===== config.mk =====
export PLATFORM = sky130hd
export DESIGN_NAME = leaf_top
export DESIGN_NICKNAME = d
export VERILOG_FILES = /design/src/hw/leaf_pkg.sv /design/src/hw/port_fifo.sv /design/src/hw/packet_rx.sv /design/src/hw/pair_kernel.sv /design/src/hw/packet_tx.sv /design/src/hw/leaf_top.sv
export SDC_FILE = /design/constraint.sdc
export NUM_CORES = 1
export LEC_CHECK = 0
export BUFFER_PORTS_ARGS = -buffer_cell sky130_fd_sc_hd__buf_2
export CAP_MARGIN = 40
export CORE_MARGIN = 2
export CORE_UTILIZATION = 66
export CTS_CLUSTER_DIAMETER = 50
export CTS_CLUSTER_SIZE = 40
export DETAILED_ROUTE_END_ITERATION = 12
export GPL_TIMING_DRIVEN = 1
export PLACE_DENSITY = 0.89
export REMOVE_ABC_BUFFERS = 1
export SETUP_SLACK_MARGIN = 0.02
export SYNTH_ARGS = -nofsm -noshare
export SYNTH_HDL_FRONTEND = slang
export SYNTH_SLANG_ARGS = --single-unit

===== constraint.sdc =====
create_clock -name clk -period 12.3 [get_ports clk]
set_input_delay 0.615 -clock clk [delete_from_list [all_inputs] [get_ports clk]]
set_output_delay 0.615 -clock clk [all_outputs]
set_load 0.1 [all_outputs]

===== src/hw/leaf_pkg.sv =====
package leaf_pkg;

    localparam int PACKET_BITS  = 49;
    localparam int PAYLOAD_BITS = 32;
    localparam int LEAF_BITS    = 5;
    localparam int PORT_BITS    = 4;
    localparam int ADDR_BITS    = 7;

    // One network packet, valid in the top bit
    typedef struct packed {
        logic                    valid;
        logic [LEAF_BITS-1:0]    leaf;
        logic [PORT_BITS-1:0]    port;
        logic [ADDR_BITS-1:0]    addr;
        logic [PAYLOAD_BITS-1:0] payload;
    } leaf_packet_t;

    // Kind sits in addr[6:5] of a control packet
    typedef enum logic [1:0] {
        CFG_NONE       = 2'd0,
        CFG_SET_DEST   = 2'd1,
        CFG_ADD_CREDIT = 2'd2
    } cfg_kind_e;

    // out_port is the output index 0 to 2, taken from addr[1:0]
    typedef struct packed {
        cfg_kind_e               kind;
        logic [1:0]              out_port;
        logic [PAYLOAD_BITS-1:0] value;    // Destination {leaf, port} or credit count
    } cfg_cmd_t;

    typedef struct packed {
        logic                    vld;
        logic [PAYLOAD_BITS-1:0] data;
    } kernel_result_t;

    typedef enum logic {
        TX_IDLE = 1'b0,
        TX_SEND = 1'b1
    } tx_state_e;

endpackage


===== src/hw/port_fifo.sv =====
`timescale 1ns/1ps

module port_fifo #(
    parameter int DEPTH = 8
) (
    input  logic        clk,
    input  logic        rst,
    input  logic        wr,
    input  logic [31:0] wr_data,
    output logic [31:0] rd_data,
    output logic        vld,
    input  logic        ack
);

    localparam int PTR_BITS = (DEPTH > 1) ? $clog2(DEPTH) : 1;
    localparam int CNT_BITS = $clog2(DEPTH + 1);

    logic [31:0]         mem [DEPTH];
    logic [PTR_BITS-1:0] wr_ptr;
    logic [PTR_BITS-1:0] rd_ptr;
    logic [CNT_BITS-1:0] count;

    assign vld     = (count != '0);
    assign rd_data = mem[rd_ptr];    // Head word is visible before the ack

    always_ff @(posedge clk) begin
        if (rst) begin
            wr_ptr <= '0;
            rd_ptr <= '0;
            count  <= '0;
        end else begin
            if (wr) begin
                wr_ptr <= (wr_ptr == PTR_BITS'(DEPTH - 1)) ? '0 : wr_ptr + 1'b1;
            end
            if (ack) begin
                rd_ptr <= (rd_ptr == PTR_BITS'(DEPTH - 1)) ? '0 : rd_ptr + 1'b1;
            end
            count <= count + CNT_BITS'(wr) - CNT_BITS'(ack);
        end
    end

    always_ff @(posedge clk) begin
        if (wr) begin
            mem[wr_ptr] <= wr_data;
        end
    end

    // The network is trusted not to overfill the buffer
    a_no_overflow: assert property (@(posedge clk) disable iff (rst)
        wr |-> (count != CNT_BITS'(DEPTH)));

    a_no_underflow: assert property (@(posedge clk) disable iff (rst)
        ack |-> vld);

endmodule


===== src/hw/packet_rx.sv =====
`timescale 1ns/1ps

module packet_rx import leaf_pkg::*; #(
    parameter logic [LEAF_BITS-1:0] OWN_LEAF = 5'd3
) (
    input  logic         clk,
    input  logic         rst,
    input  leaf_packet_t din,
    output logic [1:0]   fifo_wr,
    output logic [31:0]  wr_data,
    output cfg_cmd_t     cfg
);

    logic      mine;
    cfg_kind_e cfg_kind;
    logic [1:0] cfg_port;

    function automatic cfg_kind_e decode_kind(input logic [1:0] bits);
        cfg_kind_e kind;
        case (bits)
            CFG_SET_DEST:   kind = CFG_SET_DEST;
            CFG_ADD_CREDIT: kind = CFG_ADD_CREDIT;
            default:        kind = CFG_NONE;    // Unknown kinds are dropped
        endcase
        return kind;
    endfunction

    assign mine = din.valid && (din.leaf == OWN_LEAF);

    always_ff @(posedge clk) begin
        if (rst) begin
            fifo_wr  <= '0;
            cfg_kind <= CFG_NONE;
        end else begin
            fifo_wr  <= '0;
            cfg_kind <= CFG_NONE;
            if (mine) begin
                case (din.port)
                    4'd0: cfg_kind <= decode_kind(din.addr[ADDR_BITS-1 -: 2]);
                    4'd1: fifo_wr  <= 2'b01;
                    4'd2: fifo_wr  <= 2'b10;
                    default: ;    // Ports 3 and up do not exist on this leaf
                endcase
            end
        end
    end

    // Payload is shared by data writes and control values
    always_ff @(posedge clk) begin
        wr_data  <= din.payload;
        cfg_port <= din.addr[1:0];
    end

    always_comb begin
        cfg.kind     = cfg_kind;
        cfg.out_port = cfg_port;
        cfg.value    = wr_data;
    end

    a_wr_onehot: assert property (@(posedge clk) disable iff (rst)
        $onehot0(fifo_wr));

endmodule


===== src/hw/pair_kernel.sv =====
`timescale 1ns/1ps

module pair_kernel import leaf_pkg::*; (
    input  logic                 clk,
    input  logic                 rst,
    input  logic                 ap_start,
    input  logic [1:0][31:0]     in_data,
    input  logic [1:0]           in_vld,
    output logic [1:0]           in_ack,
    output kernel_result_t [2:0] res,
    input  logic [2:0]           res_ack
);

    logic              started;
    logic              fire;
    logic [2:0]        res_vld;
    logic [2:0][31:0]  res_data;
    logic [31:0]       total;
    logic [31:0]       sum;
    logic [31:0]       diff;

    assign sum  = in_data[0] + in_data[1];
    assign diff = in_data[0] - in_data[1];

    // Take a new pair only when all three slots have drained
    assign fire   = started && (&in_vld) && (res_vld == 3'b000);
    assign in_ack = {2{fire}};

    always_ff @(posedge clk) begin
        if (rst) begin
            started <= 1'b0;
            res_vld <= '0;
            total   <= '0;
        end else begin
            if (ap_start) begin
                started <= 1'b1;
            end
            res_vld <= res_vld & ~res_ack;
            if (fire) begin
                res_vld <= 3'b111;
                total   <= total + sum;
            end
        end
    end

    always_ff @(posedge clk) begin
        if (fire) begin
            res_data[0] <= sum;
            res_data[1] <= diff;
            res_data[2] <= total + sum;    // Includes the current pair
        end
    end

    always_comb begin
        for (int i = 0; i < 3; i++) begin
            res[i].vld  = res_vld[i];
            res[i].data = res_data[i];
        end
    end

    for (genvar i = 0; i < 3; i++) begin : g_hold
        // Result is held unchanged until the sender takes it
        a_res_hold: assert property (@(posedge clk) disable iff (rst)
            (res_vld[i] && !res_ack[i]) |=> (res_vld[i] && $stable(res_data[i])));
    end

endmodule


===== src/hw/packet_tx.sv =====
`timescale 1ns/1ps

module packet_tx import leaf_pkg::*; #(
    parameter int CREDIT_BITS = 8
) (
    input  logic                 clk,
    input  logic                 rst,
    input  logic                 resend,
    input  cfg_cmd_t             cfg,
    input  kernel_result_t [2:0] res,
    output logic [2:0]           res_ack,
    output leaf_packet_t         dout
);

    localparam int DEST_BITS = LEAF_BITS + PORT_BITS;
    localparam logic [32:0] CREDIT_MAX = 33'((64'd1 << CREDIT_BITS) - 1);

    logic [CREDIT_BITS-1:0] credit      [3];
    logic [32:0]            credit_next [3];
    logic [DEST_BITS-1:0]   dest        [3];
    logic [2:0]             eligible;
    logic [1:0]             last;
    logic [1:0]             cand;
    logic [1:0]             grant_idx;
    logic                   found;
    tx_state_e              state;
    leaf_packet_t           pkt_next;
    logic [PACKET_BITS-1:0] pkt_q;

    function automatic logic [1:0] next_port(input logic [1:0] p);
        return (p == 2'd2) ? 2'd0 : p + 2'd1;
    endfunction

    always_comb begin
        for (int i = 0; i < 3; i++) begin
            eligible[i] = res[i].vld && (credit[i] != '0) && !resend;
        end
    end

    // Search starts just after the last granted port
    always_comb begin
        res_ack   = '0;
        grant_idx = last;
        found     = 1'b0;
        cand      = last;
        for (int k = 0; k < 3; k++) begin
            cand = next_port(cand);
            if (!found && eligible[cand]) begin
                found     = 1'b1;
                grant_idx = cand;
            end
        end
        if (found) begin
            res_ack[grant_idx] = 1'b1;
        end
    end

    always_comb begin
        pkt_next.valid   = 1'b1;
        pkt_next.leaf    = dest[grant_idx][DEST_BITS-1 -: LEAF_BITS];
        pkt_next.port    = dest[grant_idx][PORT_BITS-1:0];
        pkt_next.addr    = ADDR_BITS'(grant_idx) + 1'b1;
        pkt_next.payload = res[grant_idx].data;
    end

    for (genvar i = 0; i < 3; i++) begin : g_port
        always_comb begin
            credit_next[i] = 33'(credit[i]) - 33'(res_ack[i]);
            if (cfg.kind == CFG_ADD_CREDIT && cfg.out_port == 2'(i)) begin
                credit_next[i] = credit_next[i] + 33'(cfg.value);
            end
        end

        always_ff @(posedge clk) begin
            if (rst) begin
                credit[i] <= '0;
                dest[i]   <= '0;
            end else begin
                credit[i] <= (credit_next[i] > CREDIT_MAX) ? CREDIT_MAX[CREDIT_BITS-1:0]
                                                           : credit_next[i][CREDIT_BITS-1:0];
                if (cfg.kind == CFG_SET_DEST && cfg.out_port == 2'(i)) begin
                    dest[i] <= cfg.value[DEST_BITS-1:0];
                end
            end
        end

        a_grant_credit: assert property (@(posedge clk) disable iff (rst)
            res_ack[i] |-> (credit[i] != '0 && res[i].vld));
    end

    // A packet caught by resend stays in TX_SEND until it can go out
    always_ff @(posedge clk) begin
        if (rst) begin
            state <= TX_IDLE;
            last  <= 2'd2;
        end else if (found) begin
            state <= TX_SEND;
            last  <= grant_idx;
        end else if (!resend) begin
            state <= TX_IDLE;
        end
    end

    always_ff @(posedge clk) begin
        if (found) begin
            pkt_q <= pkt_next;
        end
    end

    assign dout = (state == TX_SEND && !resend) ? leaf_packet_t'(pkt_q) : '0;

    a_ack_onehot: assert property (@(posedge clk) disable iff (rst)
        $onehot0(res_ack));

endmodule


===== src/hw/leaf_top.sv =====
`timescale 1ns/1ps

module leaf_top import leaf_pkg::*; #(
    parameter int                   FIFO_DEPTH  = 8,
    parameter int                   CREDIT_BITS = 8,
    parameter logic [LEAF_BITS-1:0] OWN_LEAF    = 5'd3
) (
    input  logic         clk,
    input  logic         rst,
    input  logic         ap_start,
    input  logic         resend,
    input  leaf_packet_t din,
    output leaf_packet_t dout
);

    logic [1:0]           fifo_wr;
    logic [31:0]          wr_data;
    cfg_cmd_t             cfg;
    logic [1:0][31:0]     fifo_data;
    logic [1:0]           fifo_vld;
    logic [1:0]           fifo_ack;
    kernel_result_t [2:0] res;
    logic [2:0]           res_ack;

    packet_rx #(
        .OWN_LEAF(OWN_LEAF)
    ) u_rx (
        .clk    (clk),
        .rst    (rst),
        .din    (din),
        .fifo_wr(fifo_wr),
        .wr_data(wr_data),
        .cfg    (cfg)
    );

    port_fifo #(
        .DEPTH(FIFO_DEPTH)
    ) u_fifo0 (
        .clk    (clk),
        .rst    (rst),
        .wr     (fifo_wr[0]),
        .wr_data(wr_data),
        .rd_data(fifo_data[0]),
        .vld    (fifo_vld[0]),
        .ack    (fifo_ack[0])
    );

    port_fifo #(
        .DEPTH(FIFO_DEPTH)
    ) u_fifo1 (
        .clk    (clk),
        .rst    (rst),
        .wr     (fifo_wr[1]),
        .wr_data(wr_data),
        .rd_data(fifo_data[1]),
        .vld    (fifo_vld[1]),
        .ack    (fifo_ack[1])
    );

    pair_kernel u_kernel (
        .clk     (clk),
        .rst     (rst),
        .ap_start(ap_start),
        .in_data (fifo_data),
        .in_vld  (fifo_vld),
        .in_ack  (fifo_ack),
        .res     (res),
        .res_ack (res_ack)
    );

    packet_tx #(
        .CREDIT_BITS(CREDIT_BITS)
    ) u_tx (
        .clk    (clk),
        .rst    (rst),
        .resend (resend),
        .cfg    (cfg),
        .res    (res),
        .res_ack(res_ack),
        .dout   (dout)
    );

endmodule


Word-level counts from Yosys, hierarchy flattened

Memory sizes are Yosys's and may differ from the RTL's. A register that Yosys moved wholly into a read port is not among the register bits.
Index checks and enable logic that the tools add are counted.

Register bits after elaboration: 241
Bits in writable memories: 563
Input port bits: 53
Output and inout port bits: 49
Logic and storage cells: 174
Memories kept: 4

Memories:

| name        | depth | bits a word | rd ports | clocked after Yosys merged registers in | wr ports | line            | RTL |
|---|---|---|---|---|---|---|---|
| u_fifo0.mem | 8     | 32          | 1        | 1                                       | 1        | port_fifo.sv:18 | `logic [31:0] mem [DEPTH];` |
| u_fifo1.mem | 8     | 32          | 1        | 1                                       | 1        | port_fifo.sv:18 |  |
| u_tx.dest   | 3     | 9           | 1        | 1                                       | 3        | packet_tx.sv:20 | `logic [DEST_BITS-1:0] dest [3];` |
| u_tx.credit | 3     | 8           | 3        | 0                                       | 3        | packet_tx.sv:18 | `logic [CREDIT_BITS-1:0] credit [3];` |

Add/sub/neg operators: 21
Magnitude comparators: 8
Equal/unequal tests: 17
Multiplexer cells: 62
Bitwise logic cells: 10
Reductions and logical operators: 33

Operator list:

| kind                  | number |
|---|---|
| $add A33 B32 Y33      | 3 |
| $gt A33 B8 Y1 const B | 3 |
| $mux W33              | 3 |
| $bmux W33 S2          | 1 |
| $add A32 B32 Y32      | 2 |
| $mux W49              | 1 |
| $mux W8               | 6 |
| $mux W32              | 1 |
| $sub A32 B32 Y32      | 1 |
| $mux W3               | 10 |
| $mux W9               | 3 |
| $sub A8 B1 Y9         | 3 |
| $mux W1               | 25 |
| $reduce_bool A8 Y1    | 3 |
| $logic_and A1 B1 Y1   | 19 |
| $add A3 B1 Y3 const B | 4 |
| $eq A2 B2 Y1 const B  | 6 |
| $eq A3 B3 Y1 const B  | 4 |
| $lt A2 B3 Y1 const B  | 4 |
| $mux W2               | 6 |
| $add A4 B1 Y4         | 2 |
| $pmux W2 S2           | 2 |
| $reduce_bool A4 Y1    | 2 |
| $sub A4 B1 Y4         | 2 |
| 21 further kinds      | 35 |

Longest topological paths before layout

Gate-level depths: netlist (run 1).
An unclocked memory read counts as a cell.

Word-level depth: 24
Mapped depth: 30
Gate-level depth less buffers: 27

Modules after synthesis

Synthesis (run 1) repeated with hierarchy kept, for this count alone.

Cell total of the unflattened synthesis: 3,263
Area, all modules: 41,707.5 um^2

Modules (own cells, without submodules):

| module      | times used | cells each | area each (um^2) | sequential area each (um^2) |
|---|---|---|---|---|
| port_fifo   | 2          | 441        | 10,408.7         | 7,947.6 |
| packet_tx   | 1          | 1,376      | 10,980.5         | 2,672.6 |
| pair_kernel | 1          | 924        | 8,826.0          | 3,573.4 |
| packet_rx   | 1          | 81         | 1,083.5          | 760.7 |

Worst setup path after synthesis (run 1)

No wires, ideal clock.

Path type: register to register
From: mem u_tx.credit[1][2]
To: mem u_tx.credit[1][6]
Library setup time: 0.086 ns
Arrival time: 8.074 ns
Data required time: 12.214 ns
Slack: 4.140 ns
Stages on the path, launching flop included: 24
Path buffers: 2
Period minus slack after synthesis: 8.160 ns
Cells stage by stage: dfxtp_1 > or4_1 > nor3_1 > a311oi_1 > inv_1 > nand2_1 > and2_1 > ha_1 > ha_1 > inv_1 > nor4_1 > ha_1 > buf_2 > a21o_1 > a21o_1 > a2111oi_0 > o2bb2ai_1 > a31oi_2 > o21ai_1 > a311oi_1 > mux2i_1 > and4_1 > clkbuf_2 > a211oi_1

RTL lines:

| what            | line |
|---|---|
| start, declared | packet_tx.sv:18 |

==> impl_metrics.yaml, run 1 <==
sta:
  fin_tns_setup_ps: 0
  worst_slew_pin_slew_ps: 1010
  rsz0062_at_grt: "false"
  period_share: 0.682
  min_period_ps: 8390
  fin_hold_ws_ps: 79.4
  fmax_mhz: 119
  maxSlewHeadroom: 0.325
  slew_violations: 0
  finalHoldViolCount: 0
  finalSetupViolCount: 0
  fin_worst_skew_ps: 45.1
placed_design:
  place_congestion: 0.978
  port_buffers: 94
  dp.cells: 4148
  place.detailed.hpwl_mm: 74.5
power:
  combPwrFrac: 0.032
  switching_share: 0.240
  p_sw_uw: 1300
  power.total_uw: 5420
  ir_drop_mv: 0.110
  p_int_uw: 4120
  p_leak_uw: 0.0169
  p_per_area_nw_per_um2: 118
  p_seq_frac: 0.548
  clkPwrFrac: 0.420
setup_path:
  crit_slowest_cell: "nor4_1"
  cpMostUsedCell: "ha_1"
  worstPathRequired_ps: 12750
  cp_max_fo: 38
  ff2ff_setup_slack_ps: 3910
  startpoint: "u_tx.credit[0][4]"
  crit_type: "reg -> reg"
  cp-start-kind: "register"
  ff2ff_path_depth: 27
  end_kind: "register"
  slowest_delay_ps: 510
  timing.rr.end: "u_tx.credit[1][2]"
  critPathArrivalTime_ps: 8840
  r2r-start: "u_tx.credit[0][4]"
route:
  vias: 29900
  final_antenna_net_count: 0
  post-route-drc-count: 0
  avgRoutedWirePerCell_microns: 27.3
  viasPerCell: 6.98
  wl_mm: 117
  drt_iter0_markers: 3699
  firstDrtPassIters: 9
clocking:
  cts_sinks: 805
  postCtsSetupRepairBufs: 0
  cts_root_buffer: "clkbuf_16"
  path_clk_slew_ps: 90
  post_cts_resized: 0
  cts_buffers: 66
  htree_levels: 3
  hold_buffers: 0
  tritoncts: "yes"
  insertion_delay_ps: 660
  cts.path.max_buffers: 3
synthesis:
  synthDistinctLibCells: 99
  syn_area_sq_um: 41500
  synth_area_leader_cell: "edfxtp_1"
  synthCells: 3295
  async_flop_share: 0
  synth_compound_area_frac: 0.115
  synth_warnings: 0
  ys_seq_area_frac: 0.552
  muxShareOfSynthArea: 0.100
  synthSimpleGateAreaFrac: 0.107
  ys.flop_type: "edfxtp_1"
  synth_top_family_by_area: "compound AO/OA/AOI/OAI gates"
  syn_avg_cell_area_sq_um: 12.6
  synth-xor-area-share: 0.0315
  synth_fa_ha_area_frac: 0.0681
  yosys-top-cells-area: "edfxtp_1, mux4_2, ha_1"
  synth_edf_count: 678
  ys_ff_latch: 805
  yosysTopAreaCellShare: 0.491
floorplan:
  initial_core_util: 0.669
  coreArea_sq_um: 61900
  ios: 102
  die_width_microns: 255
  dieArea_sq_um: 64800
  die_y_microns: 255
  fp-row-count: 91
cells_and_area:
  n_antenna_cell: 0
  drive_gt1_frac: 0.149
  fin_nets: 3665
  final_cell_mix: "edfxtp_1, a21oi_1, nand2_1, ha_1, nor2_1"
  fin_cells: 4280
  final_common_cell: "edfxtp_1"
  syn_to_final_growth_pct: 10.6
run:
  cap_violations: 0
run_status:
  status: "finished, final reports clean"
global_routing:
  grt_pass1_vias: 29700
  grt_pass1_wl_mm: 175
  grt.total_usage: 0.361
  grt_max_degree: 76
  antenna_found_initial: 1
  overflow: 0
worst_hold_path:
  holdPathStages: 1
  hp-class: "in -> reg"
  hold_end: "u_rx.wr_data[0]"
  min_from: "din[0]"
[worst max-delay path by stage]
| stage | end | slack [ps] | cells after the start |
|---|---|---|---|
| final | u_tx.credit[1][2] | 3910 | 27 |
| after global routing | u_tx.credit[0][2] | 3590 | 22 |
| after global placement | u_tx.credit[1][6] | 4190 | 24 |
| after CTS | u_tx.credit[1][2] | 4150 | 27 |
| after floorplan | u_tx.credit[1][1] | 2350 | 24 |
| after detailed placement | u_tx.credit[1][6] | 4280 | 27 |
[cells in the mapped netlist (9+ instances only)]
master     instances
nor3b_1           15
nor4_1            20
nand3b_1          10
or3_1             17
dfxtp_1          127
mux2_2            33
nand4_1           27
nor4b_1           14
o21ai_0          149
inv_1            140
nor2b_1           33
a211o_1           10
a21oi_1          227
edfxtp_1         678
o211ai_1          25
clkbuf_1         105
ha_1             213
xnor2_1           88
nor3_1            59
or4_1              9
o21bai_1          36
buf_1             21
mux4_2           128
or2_2             12
a21o_1            69
o21a_1            35
a2111oi_0         12
nand2b_1          52
nand2_1          214
and3_1            25
xor2_1            61
and2_1            83
a211oi_1          21
a221oi_1           9
o31ai_1           17
nand3_1           37
a31oi_1           24
mux2i_1           90
nor2_1           188
[worst max-delay path: cells and delay by family (launching register included)]
kind	cells	cell delay [ps]
AND/OR/NAND/NOR	11	3270
AO/OA/AOI/OAI	7	2030
buffers and inverters	5	1280
adder cells (fa/ha/maj)	3	950
flip-flops	1	380
XOR/XNOR	1	200
[layer usage]
metal | vias up | part of all wire | wire length (microns) | global-route usage
met5 | - | 0 | 0 | 0
met3 | 530 | 0.10 | 12200 | 0.0737
met1 | 14300 | 0.35 | 40500 | 0.441
met4 | 0 | 0.065 | 7630 | 0.213
li1 | 12700 | - | - | -
met2 | 2285 | 0.48 | 56400 | 0.598
[kinds of logic (layout without fill, tap and decap cells)]
group,Yosys count,in the layout
simple gates,853,853
flops,805,805
compound gates,736,736
buf+inv,279,424
mux,251,251
fa+ha+maj,221,221
xor+xnor,149,149
other cells,1,4
[power by group through the flow]
stage	Combinational [uW]	Sequential, uW	Clock, uW
final	176	2970	2280
after global routing	186	2970	2370
after CTS	150	2980	2280
after detailed placement	148	3040	0
after global placement	124	3050	0
after floorplan	83.0	3030	0
[flip-flops by register name, indices dropped and copies added, names as in the netlist, 4 cells and up, named ones only]
signal          flops
u_fifo0.mem       256
u_fifo1.mem       256
u_kernel.res       95
u_tx.pkt_q         44
u_kernel.total     32
u_rx.wr_data       32
u_tx.dest          27
u_tx.credit        24
u_fifo0.count       4
u_fifo1.count       4
[stage by stage]
| step | setup slack, ps | instance area, sq um | utilization |
|---|---|---|---|
| after floorplan | 2350 | 40900 | - |
| after global placement | 4190 | 42800 | 0.692 |
| after detailed placement | 4280 | 43300 | 0.699 |
| after CTS | 4150 | 45600 | 0.737 |
| after global routing | 3590 | 45900 | 0.740 |
| final | 3910 | 45900 | 0.740 |
[final cells by class]
class | count | area [sq um]
Clock buffer | 68 | 1680
Clock inverter | 52 | 661
Fill cell | 3588 | 16100
Inverter | 141 | 532
Multi-Input combinational cell | 2214 | 17600
Sequential cell | 805 | 22900
Tap cell | 837 | 1050
Timing Repair Buffer | 163 | 1380
Power figures use the tool's default switching activity.
==> inputs of run 2 (changes only) <==
- CORE_UTILIZATION: 66 -> 57
- PLACE_DENSITY: 0.89 -> 0.82
- clock period: 12.3 -> 7.34 ns (I/O delays scaled with it)
==> run 2 against run 1 <==
Hold slack improved by 65 ps. Count of clock-buffer cells in the layout rose by 11. Clock skew rose by 18 ps. Core utilization down 8.8 points. Non-clock buffer count is 63 higher. Total power increased by 72%. Cell count rose by 4.4%. Worst setup slack worse by 3400 ps. Combinational power increased by 72%. Routed wire length is 8.1% lower. Critical path type unchanged. Largest power group unchanged.
==> impl_metrics.yaml, run 2 (synthesis results as in run 1) <==
clocking:
  tritoncts: "yes"
  postCtsSetupRepairBufs: 0
  cts_root_buffer: "clkbuf_16"
  cts_sinks: 805
  path_clk_slew_ps: 70
  insertion_delay_ps: 660
  cts_buffers: 71
  cts.path.max_buffers: 3
  htree_levels: 3
placed_design:
  place_congestion: 0.939
  dpl_cell_area_sq_um: 43700
  port_buffers: 94
  place.detailed.hpwl_mm: 69.4
cells_and_area:
  drive_gt1_frac: 0.158
  final_cell_mix: "edfxtp_1, a21oi_1, nand2_1, ha_1, nor2_1"
  syn_to_final_growth_pct: 12.8
  final_common_cell: "edfxtp_1"
  final_area_sq_um: 46800
  fin_nets: 3733
global_routing:
  grt.total_usage: 0.287
  grt_pass1_wl_mm: 163
  grt_max_degree: 70
  grt_pass1_vias: 28300
  overflow: 0
  antenna_found_initial: 2
setup_path:
  end_kind: "register"
  ff2ff_path_depth: 25
  critPathArrivalTime_ps: 7290
  ff2ff_setup_slack_ps: 530
  crit_type: "reg -> reg"
  r2r-start: "u_tx.credit[1][4]"
  timing.rr.end: "u_tx.credit[2][0]"
  cp_max_fo: 29
  worstPathRequired_ps: 7820
  cp-start-kind: "register"
floorplan:
  die_width_microns: 274
  coreArea_sq_um: 71700
  ios: 102
  dieArea_sq_um: 74900
  initial_core_util: 0.578
  fp-row-count: 98
  die_y_microns: 274
sta:
  maxSlewHeadroom: 0.366
  fmax_mhz: 147
  finalHoldViolCount: 0
  worst_slew_pin_slew_ps: 944
  rsz0062_at_grt: "false"
  finalSetupViolCount: 0
  fin_worst_skew_ps: 63.6
  min_period_ps: 6810
  period_share: 0.927
  slew_violations: 0
route:
  avgRoutedWirePerCell_microns: 24.0
  final_antenna_net_count: 0
  wl_mm: 107
  post-route-drc-count: 0
  vias: 28500
  viasPerCell: 6.37
  drt_iter0_markers: 2960
  firstDrtPassIters: 6
power:
  p_per_area_nw_per_um2: 199
  ir_drop_mv: 0.197
  p_leak_uw: 0.0174
  power.total_uw: 9310
run:
  cap_violations: 0
run_status:
  status: "finished, final reports clean"
worst_hold_path:
  hold_end: "u_rx.fifo_wr[1]"
  holdPathStages: 3
  hp-class: "in -> reg"
  min_from: "din[43]"
==> run 2: cell types whose count changed in the layout (fill, tap and decap cells not counted), moves of 3 or more <==
cell / change
clkbuf_16: +7
buf_8: +7
clkbuf_8: +5
clkinv_8: +8
inv_8: +5
inv_12: -3
dlygate4sd3_1: +40
buf_12: -10
clkinv_16: -3
buf_4: +29
==> run 2: worst max-delay path, cell delays in order (launching register included) <==
cell and delay (ps):
dfxtp_1 330, or4_1 630, nor3_1 270, a311oi_2 200, inv_1 150, o21ai_0 160, o22ai_4 250, nand2_1 100
inv_1 80, ha_1 190, ha_1 200, nor3b_2 390, and2_1 190, buf_4 330, ha_1 380, a21o_1 200
a21o_1 160, a221oi_1 410, o21ai_0 130, a21oi_1 300, o21bai_1 140, xnor2_1 150, nor4_1 420, o211ai_1 190
nor4_4 500, a221oi_1 160
==> run 2: worst max-delay path by stage <==
stage / slack, ps / startpoint / to
floorplan: -2610 / u_tx.credit[1][4] / u_tx.credit[1][1]
global placement: 680 / u_tx.credit[1][4] / u_tx.credit[2][7]
detailed placement: 550 / u_tx.credit[1][2] / u_tx.credit[1][6]
CTS: 470 / u_tx.credit[1][4] / u_tx.credit[2][0]
global route: 40 / register / u_kernel.total[31]
finish: 530 / u_tx.credit[1][4] / u_tx.credit[2][0]
==> run 2: per-stage QoR <==
| stage | utilization | TNS [ps] | worst slack [ps] | hold WS (ps) | std cells |
|---|---|---|---|---|---|
| 2_1_floorplan | - | -50090 | -2610 | 395 | 3160 |
| 6_report | 0.652 | 0 | 532 | 144 | 4470 |
| 4_1_cts | 0.651 | 0 | 470 | 47.2 | 4465 |
| 3_3_place_gp | 0.603 | 0 | 682 | 443 | 4264 |
| 3_5_place_dp | 0.610 | 0 | 546 | 454 | 4293 |
| 5_1_grt | 0.652 | 0 | 44.0 | 152 | 4469 |
==> run 2: per-layer routing <==
metal,vias to the layer above,track usage,part of all wire
met5,-,0,0
met4,0,0.130,0.049
met3,305,0.0458,0.077
met2,1437,0.494,0.50
met1,13800,0.356,0.38
li1,12900,-,-
==> run 2: timing repair <==
item / in CTS / in global routing
setup endpoints to repair: 0 / 19
gates resized for setup: 0 / 5
hold buffers: 40 / 0
hold endpoints to repair: 39 / 0
==> run 2: power breakdown <==
part	internal, uW	switching (uW)
combinational	111	192
sequential	4940	32.2
clock	2070	1960
total	7130	2180
==> run 2: final cells by class <==
cell class	count	area [sq um]
fill	4948	25000
sequential	805	22900
multi-input combinational	2214	17700
clock buffer	79	1920
timing repair buffer	226	1880
tap	950	1190
clock inverter	53	647
inverter	141	532
antenna	2	5.00
